`src/sram_geom_pkg.sv`:
```
`default_nettype none

package sram_geom_pkg;

   // One SRAM macro
   localparam int DATA_SIZE  = 32;
   localparam int ADDR_SIZE  = 8;
   localparam int WMASK_SIZE = 4;
   localparam int NUM_WORDS  = 1 << ADDR_SIZE;

   // Each mask bit covers one byte of the word
   localparam int BYTE_SIZE = DATA_SIZE / WMASK_SIZE;

   // Chip select field, up to 16 macros
   localparam int SELECT_SIZE = 4;

   // One port group is addr, din, csb, web and wmask
   localparam int PORT_SIZE = ADDR_SIZE + DATA_SIZE + 2 + WMASK_SIZE;

   // Select followed by two port groups
   localparam int TOTAL_SIZE = SELECT_SIZE + 2 * PORT_SIZE;

endpackage

`default_nettype wire

```
`src/sram_cmd_pkg.sv`:
```
`default_nettype none

package sram_cmd_pkg;

   // Field group for one SRAM port, MSB first
   typedef struct packed {
      logic [sram_geom_pkg::ADDR_SIZE-1:0]  addr;
      logic [sram_geom_pkg::DATA_SIZE-1:0]  din;
      logic                                 csb;
      logic                                 web;
      logic [sram_geom_pkg::WMASK_SIZE-1:0] wmask;
   } port_fields_t;

   typedef struct packed {
      logic [sram_geom_pkg::SELECT_SIZE-1:0] select;
      port_fields_t                          port0;
      port_fields_t                          port1;
   } cmd_fields_t;

   // Raw view for shift and load, field view for decode and capture
   typedef union packed {
      logic [sram_geom_pkg::TOTAL_SIZE-1:0] raw;
      cmd_fields_t                          fields;
   } cmd_word_u;

   // Port with chip enable deasserted
   localparam port_fields_t PORT_IDLE = '{
      addr:  '0,
      din:   '0,
      csb:   1'b1,
      web:   1'b0,
      wmask: '0
   };

   // Reset value, no port active
   localparam cmd_word_u CMD_IDLE = cmd_word_u'(cmd_fields_t'{
      select: '0,
      port0:  PORT_IDLE,
      port1:  PORT_IDLE
   });

endpackage

`default_nettype wire

```
`src/port_decoder.sv`:
```
`timescale 1ns/1ps
`default_nettype none

module port_decoder #(
   parameter int NUM_CHIPS = 16
) (
   input  sram_cmd_pkg::cmd_word_u                 cmd_word,
   output logic [sram_geom_pkg::SELECT_SIZE-1:0]   chip_sel,
   output logic [sram_geom_pkg::ADDR_SIZE-1:0]     addr0,
   output logic [sram_geom_pkg::DATA_SIZE-1:0]     din0,
   output logic                                    web0,
   output logic [sram_geom_pkg::WMASK_SIZE-1:0]    wmask0,
   output logic [NUM_CHIPS-1:0]                    csb0,
   output logic [sram_geom_pkg::ADDR_SIZE-1:0]     addr1,
   output logic [sram_geom_pkg::DATA_SIZE-1:0]     din1,
   output logic                                    web1,
   output logic [sram_geom_pkg::WMASK_SIZE-1:0]    wmask1,
   output logic [NUM_CHIPS-1:0]                    csb1
);

   assign chip_sel = cmd_word.fields.select;

   // Shared by every chip
   assign addr0  = cmd_word.fields.port0.addr;
   assign din0   = cmd_word.fields.port0.din;
   assign web0   = cmd_word.fields.port0.web;
   assign wmask0 = cmd_word.fields.port0.wmask;

   assign addr1  = cmd_word.fields.port1.addr;
   assign din1   = cmd_word.fields.port1.din;
   assign web1   = cmd_word.fields.port1.web;
   assign wmask1 = cmd_word.fields.port1.wmask;

   // One active-low enable per chip; out-of-range selects match nothing
   for (genvar i = 0; i < NUM_CHIPS; i++) begin : g_csb
      localparam logic [sram_geom_pkg::SELECT_SIZE-1:0] CHIP_ID = i;

      assign csb0[i] = ~(~cmd_word.fields.port0.csb & (chip_sel == CHIP_ID));
      assign csb1[i] = ~(~cmd_word.fields.port1.csb & (chip_sel == CHIP_ID));
   end

endmodule

`default_nettype wire

```
`config.mk`:
```
export PLATFORM = sky130hd
export DESIGN_NAME = port_decoder
export DESIGN_NICKNAME = d
export VERILOG_FILES = /design/src/sram_geom_pkg.sv /design/src/sram_cmd_pkg.sv /design/src/port_decoder.sv
export SDC_FILE = /design/constraint.sdc
export NUM_CORES = 1
export LEC_CHECK = 0
export BUFFER_PORTS_ARGS = -buffer_cell sky130_fd_sc_hd__buf_2
export CAP_MARGIN = 30
export CORE_AREA = 2 2 86 88
export DETAILED_ROUTE_END_ITERATION = 16
export DIE_AREA = 0 0 88 90
export PLACE_DENSITY = 0.6
export REMOVE_ABC_BUFFERS = 1
export SYNTH_ARGS = -nofsm -noshare
export SYNTH_HDL_FRONTEND = slang
export SYNTH_SLANG_ARGS = --single-unit
```
`constraint.sdc`:
```
create_clock -name vclk -period 1.2
set_input_delay 0.12 -clock vclk [all_inputs]
set_output_delay 0.12 -clock vclk [all_outputs]
set_load 0.02 [all_outputs]
```
==> impl_metrics.json <==
{
  "status": "complete, no violations",
  "hold_path.class": "in -> out",
  "worstSetupEndpoint": "csb1[0]",
  "path_class": "in -> out",
  "fmax_mhz": 955.9,
  "drive_above_1_share": 0.5652,
  "postLayoutSetupSlackWorst_ps": 153.8,
  "yosys_warnings": 0,
  "die_w_um": 88,
  "design.core.area_um2": 7020,
  "area_growth_pct": -36.05,
  "nets": 190,
  "finalHoldViolations": 0,
  "die_y_um": 90,
  "synth-xor-area-share": 0,
  "seqCellArea_um2": 0,
  "ys_seq_area_frac": 0,
  "ctsResizeCount": 0,
  "dr_total_vias": 693,
  "endpoint_kind": "primary output",
  "avgSynthCellArea_um2": 6.646,
  "ys_types": 9,
  "antenna_found_initial": 0,
  "p_per_area_nw_per_um2": 246.0,
  "hpwl_um": 9537,
  "setup_viol": 0,
  "cp-startpoint": "cmd_word[94]",
  "drc_errors": 0,
  "cp.arrival_ps": 930,
  "holdWs_ps": 240.1,
  "seq_cell_count": 0,
  "antenna_left": 0,
  "p_leak_uw": 0.0001944,
  "first_iter_violations": 28,
  "place_ws_ps": 163.2,
  "rsz0062_at_grt": "no",
  "vias_per_cell": 3.628,
  "start_util": 0.1335,
  "synth_area_um2": 937.1,
  "wl_per_cell_um": 51.70,
  "grt_max_degree": 10,
  "cap_violations": 0,
  "worst_pin_slew_ps": 400.1,
  "numPortBuffers": 42,
  "dr.pass1.iters": 4,
  "synth-adder-area-share": 0,
  "yosys.area_share.simple": 0.2350,
  "clkbuf_count": 0,
  "finalPower_uw": 147.4,
  "slew_viol_final": 0,
  "mostFrequentLayoutCells": "buf_2 (42), nand2_1 (32), buf_4 (6), nor3b_2 (4)",
  "drt-total-wl_um": 9874,
  "synth_cells": 141,
  "finalWeightedCongestion": 0.7579,
  "setup.worst_path.start_class": "input pin",
  "fin_tns_setup_ps": 0,
  "synth_top_family_by_area": "buffers and inverters",
  "period_share": 0.8718,
  "place_area_um2": 599.3,
  "num_rows": 31,
  "synth.area.mux_share": 0,
  "synth_compound_area_frac": 0,
  "critPathMaxFanout": 9,
  "grt_pass1_vias": 553,
  "dieArea_um2": 7920,
  "boundaryPins": 222,
  "maxSlewHeadroom": 0.7312,
  "cts_setup_buffers": 0,
  "vdd_drop_max_uv": 108.1,
  "final_common_cell": "buf_2",
  "fin_crit_ps": 1046,
  "design_area_um2": 599.3,
  "overflow": 0,
  "crit_required_ps": 1080,
  "antenna_cells": 0,
  "track_usage": 0.2342,
  "nFillCells": 845,
  "holdBufCountCts": 0,
  "grt_first_pass_wirelength_um": 10800
}
[where the power goes]
group | internal [uW] | switching (uW) | total, uW
clock network | 0 | 0 | 0
logic | 51.5 | 95.9 | 147
registers | 0 | 0 | 0
total | 51.5 | 95.9 | 147
[layout make-up]
cell class | instances | area [um^2] | area share
multi-input cells | 44 | 220.2 | 0.3674
well taps | 99 | 123.9 | 0.2067
repair buffers | 48 | 255.2 | 0.4259
[metal layers]
metal  GRT usage  vias to the layer above  part of all wire
li1            -                      238                 -
met1     0.05344                      242             0.097
met2      0.5000                      199              0.60
met3      0.2865                       14              0.27
met4     0.07051                        0             0.039
met5     0.07692                        -                 0
[cell usage after synthesis]
library cell	n	area [um^2]
and2_1	1	6.260
and3b_1	2	17.52
buf_4	94	705.7
clkbuf_1	3	11.26
nand2_1	32	120.1
nor2_1	1	3.750
nor2b_1	2	12.51
nor3_1	2	10.01
nor3b_2	4	50.05
[cells by family after synthesis]
group / Yosys count
buffers and inverters: 97
AND/OR/NAND/NOR: 44
[worst min-delay path by stage]
stage	startpoint	endpoint	slack, ps	depth (start not counted)
global route	cmd_word[71]	din0[19]	240	0
detailed placement	cmd_word[71]	din0[19]	240	0
finish	cmd_word[67]	din0[15]	240	0
floorplan	cmd_word[84]	addr0[0]	240	0
global placement	cmd_word[71]	din0[19]	240	0
CTS	cmd_word[71]	din0[19]	240	0
[metrics by stage]
step                      instances     util
final                           191  0.08537
after global routing            191  0.08537
after CTS                       191  0.08537
after detailed placement        191  0.08537
after global placement          191  0.08537
after floorplan                  44        -
[critical path, stage by stage]
cell and delay (ps):
buf_2 170, nor3_1 380, nand2_1 90, buf_2 170
Power figures use the tool's default switching activity.
