--- config.mk ---
export PLATFORM = sky130hd
export DESIGN_NAME = cmd_scan_register
export DESIGN_NICKNAME = d
export VERILOG_FILES = /design/src/sram_geom_pkg.sv /design/src/sram_cmd_pkg.sv /design/src/cmd_scan_register.sv
export SDC_FILE = /design/constraint.sdc
export NUM_CORES = 1
export LEC_CHECK = 0
export BUFFER_PORTS_ARGS = -buffer_cell sky130_fd_sc_hd__buf_2
export CORE_MARGIN = 2
export CORE_UTILIZATION = 47
export CTS_BUF_LIST = sky130_fd_sc_hd__clkbuf_4
export DETAILED_ROUTE_END_ITERATION = 10
export PLACE_DENSITY_LB_ADDON = 0.15
export SLEW_MARGIN = 20
export SYNTH_ARGS = -nofsm -noshare
export SYNTH_HDL_FRONTEND = slang
export SYNTH_SLANG_ARGS = --single-unit
--- constraint.sdc ---
create_clock -name clk -period 1.9 [get_ports clk]
set_input_delay 0.57 -clock clk [delete_from_list [all_inputs] [get_ports clk]]
set_output_delay 0.57 -clock clk [all_outputs]
set_load 0.05 [all_outputs]
--- src/sram_geom_pkg.sv ---
`default_nettype none

package sram_geom_pkg;

   // One SRAM macro
   localparam int DATA_SIZE  = 32;
   localparam int ADDR_SIZE  = 8;
   localparam int WMASK_SIZE = 4;
   localparam int NUM_WORDS  = 1 << ADDR_SIZE;

   // Each mask bit covers one byte of the word
   localparam int BYTE_SIZE = DATA_SIZE / WMASK_SIZE;

   // Chip select field, up to 16 macros
   localparam int SELECT_SIZE = 4;

   // One port group is addr, din, csb, web and wmask
   localparam int PORT_SIZE = ADDR_SIZE + DATA_SIZE + 2 + WMASK_SIZE;

   // Select followed by two port groups
   localparam int TOTAL_SIZE = SELECT_SIZE + 2 * PORT_SIZE;

endpackage

`default_nettype wire

--- src/sram_cmd_pkg.sv ---
`default_nettype none

package sram_cmd_pkg;

   // Field group for one SRAM port, MSB first
   typedef struct packed {
      logic [sram_geom_pkg::ADDR_SIZE-1:0]  addr;
      logic [sram_geom_pkg::DATA_SIZE-1:0]  din;
      logic                                 csb;
      logic                                 web;
      logic [sram_geom_pkg::WMASK_SIZE-1:0] wmask;
   } port_fields_t;

   typedef struct packed {
      logic [sram_geom_pkg::SELECT_SIZE-1:0] select;
      port_fields_t                          port0;
      port_fields_t                          port1;
   } cmd_fields_t;

   // Raw view for shift and load, field view for decode and capture
   typedef union packed {
      logic [sram_geom_pkg::TOTAL_SIZE-1:0] raw;
      cmd_fields_t                          fields;
   } cmd_word_u;

   // Port with chip enable deasserted
   localparam port_fields_t PORT_IDLE = '{
      addr:  '0,
      din:   '0,
      csb:   1'b1,
      web:   1'b0,
      wmask: '0
   };

   // Reset value, no port active
   localparam cmd_word_u CMD_IDLE = cmd_word_u'(cmd_fields_t'{
      select: '0,
      port0:  PORT_IDLE,
      port1:  PORT_IDLE
   });

endpackage

`default_nettype wire

--- src/cmd_scan_register.sv ---
`timescale 1ns/1ps
`default_nettype none

module cmd_scan_register (
   input  logic                                 clk,
   input  logic                                 reset,
   input  logic                                 scan_en,
   input  logic                                 scan_in,
   input  logic                                 load_en,
   input  logic [sram_geom_pkg::TOTAL_SIZE-1:0] load_data,
   input  logic                                 capture_en,
   input  logic [sram_geom_pkg::DATA_SIZE-1:0]  rd_data0,
   input  logic [sram_geom_pkg::DATA_SIZE-1:0]  rd_data1,
   output sram_cmd_pkg::cmd_word_u              cmd_word,
   output logic                                 scan_out
);

   sram_cmd_pkg::cmd_word_u cmd_next;

   // Strobe priority is scan, then load, then capture
   always_comb begin
      cmd_next = cmd_word;
      if (scan_en) begin
         // Shift toward the MSB, new bit enters at the LSB
         cmd_next.raw = {cmd_word.raw[sram_geom_pkg::TOTAL_SIZE-2:0], scan_in};
      end else if (load_en) begin
         cmd_next.raw = load_data;
      end else if (capture_en) begin
         // Only the data fields take the read words
         cmd_next.fields.port0.din = rd_data0;
         cmd_next.fields.port1.din = rd_data1;
      end
   end

   always_ff @(posedge clk) begin
      if (reset) begin
         cmd_word <= sram_cmd_pkg::CMD_IDLE;
      end else begin
         cmd_word <= cmd_next;
      end
   end

   // Serial output is the bit that leaves the chain next
   assign scan_out = cmd_word.raw[sram_geom_pkg::TOTAL_SIZE-1];

endmodule

`default_nettype wire

==> impl_results.md <==
- DR pass1 iterations: 4
- FP Rows: 37
- Crit path to: cmd_word[37]
- Hold Buf Count CTS: 0
- CTS Sinks: 96
- CP max stage cell: dfxtp_1
- RSZ-0062 raised after global routing: no
- Total track usage: 22.1%
- Startpoint Class: flip-flop
- Fmax: 581 MHz
- Slew margin rel.: 77.3%
- Worst Hold Class: primary input to flip-flop
- Clock transition at the registers of the reported paths: 0.15 ns
- Via count: 4730
- Worst R2R End: cmd_word[51]
- Final wirelength: 13800 um
- Leakage: 3.38 nW
- Largest net degree at the start of global routing: 60
- Worst Path Buf+Inv: 1
- Data arrival, critical path: 1.15 ns
- Initial core utilization: 48.8%
- Die span in y: 108 um
- Die area: 11700 um^2
- Register area share after synthesis: 37.8%
- Fin Setup TNS: 0 ns
- DRC: 0
- Max reg flops: 96
- Number of DRC markers in iteration 0: 252
- H-tree levels: 3
- CTS root buffer: clkbuf_4
- Peak supply drop: 0.410 mV
- Commonest non-fill, non-tap cell in the layout: buf_2
- CP max stage delay: 0.44 ns
- Worst-path fanout max: 3
- CTS Buf Count: 9
- Period utilisation layout: 90.7%
- CP Class: flip-flop to output pin
- Status: completed
- Clk_skew: 0.0165 ns
- Via density: 5.37
- Crit path depth: 1
- Area growth from synthesis to layout: 30.1%
- Final hold vios: 0
- Post-synthesis register bit count: 96
- Grt total ovfl: 0
- Initial antenna violation count: 0
- Post-Place Worst Slack: 0.0835 ns
- Commonest non-fill, non-tap cells in the layout: 260 x buf_2, 96 x dfxtp_1, 66 x nand2b_1
- Synth Area per Inst: 10.1 um^2
- Worst Reg-to-Reg Cells: 3
- Max cap viols: 0
- Worst setup startpoint: cmd_word[37]
- Setup-failing EPs final: 0
- Global-route wire length before repair: 20800 um
- Routability Congestion: 0.771
- Mapped Cells: 504
- Fin cells: 881
- Pwr per Cell Area: 716 nW/um^2
- Critical path cell sequence: buf_2
- Vias in the first global route: 4451
- Drt wl/cell: 15.6 um
- Max-slew violations: 0
- Ys Warns: 0
- CTS tree: yes
- Ant. Diodes: 0
- Worst slew pin tran: 0.341 ns
- Worst endpoint required time: 1.33 ns
- Largest registers in the final layout: cmd_word: 96 flops
- Syn Std Cell Area: 5080 um^2
- Layout cell share with drive strength beyond 1: 42.8%
- Placeable Area: 10400 um^2
- Post-layout min period: 1.72 ns
- Final nets: 906
- I/O pin cnt: 263
- Final hold slack: 0.384 ns
- Clock Latency Late Sink: 0.43 ns
- Worst setup margin: 0.177 ns
- Remaining antenna violation count: 0
- Post-placement cell count: 865
- PortBufs: 262
- Post-Syn Nets: 670
- Biggest register: cmd_word
- # resized after CTS: 0
- Setup Buffers After CTS: 0
- Worst path top cell family by delay: flip-flops
- Die width: 108 um
- Clock Path Buffers: 2
- Reg2reg setup slack: 0.94 ns
- Synth cell types: 16
- Worst r2r src: cmd_word[51]
- CP Capture Type: output pin
- HPWL Detailed: 10300 um
-- metal layers --
metal	share of wire (%)	up-vias	wire length, um	track usage (%)
met1	41	2190	5660	25.9
met3	7.3	19	1010	4.82
met5	0	-	0	0
met2	50	187	6840	39.4
li1	-	2334	-	-
met4	2.0	0	273	8.61
-- cells by family (layout without fill, tap and decap cells) --
group,after synthesis,after routing,share of synthesized area [%]
simple gates,163,163,18.9
compound gates,128,128,24.2
flops,96,96,37.8
mux,64,64,13.4
buf+inv,53,294,5.71
-- power breakdown --
part,switching (mW),total [mW],internal [mW]
Sequential,0.105,2.27,2.16
Combinational,0.941,1.52,0.575
Clock,0.678,0.949,0.270
Total,1.72,4.73,3.01
-- how the worst min path moves through the flow --
stage | start | endpoint | slack (ns) | cells after the start
after floorplan | scan_in | cmd_word[0] | 0.72 | 2
after global placement | cmd_word[31] | cmd_word[31] | 0.46 | 1
after detailed placement | cmd_word[52] | cmd_word[52] | 0.47 | 1
after CTS | scan_in | cmd_word[0] | 0.35 | 3
after global routing | scan_in | cmd_word[0] | 0.37 | 3
final | scan_in | cmd_word[0] | 0.38 | 3
-- final cells by class --
| type | instances | area [um^2] |
|---|---|---|
| flip-flops and latches | 96 | 1920 |
| repair buffers | 278 | 1530 |
| clock inverters | 7 | 47.5 |
| multi-input cells | 355 | 2880 |
| well taps | 136 | 170 |
| clock buffers | 9 | 67.6 |
| fillers | 922 | 3810 |
-- metrics by stage --
step	utilization (%)	cell area [um^2]	power [mW]
after floorplan	-	5080	3.38
after global placement	62.4	6490	3.80
after detailed placement	62.4	6490	3.83
after CTS	63.5	6610	4.79
after global routing	63.5	6610	4.96
final	63.5	6610	4.73
-- synth_stat cells, drive strengths merged --
cell type	count	area [um^2]
dfxtp	96	1920
nand2b	66	413
a211o	64	561
a32o	64	671
nor2b	64	400
mux2	32	360
mux2i	32	320
nor2	31	119
clkbuf	27	101
buf	26	189
nor3	1	5.00
nor4	1	21.3
-- worst register-to-register path, stage by stage, from the launching register on --
cell and delay, ns:
dfxtp_1 0.36, mux2_1 0.29, mux2i_1 0.15, nand2b_1 0.07
(Power assumes the default switching activity.)
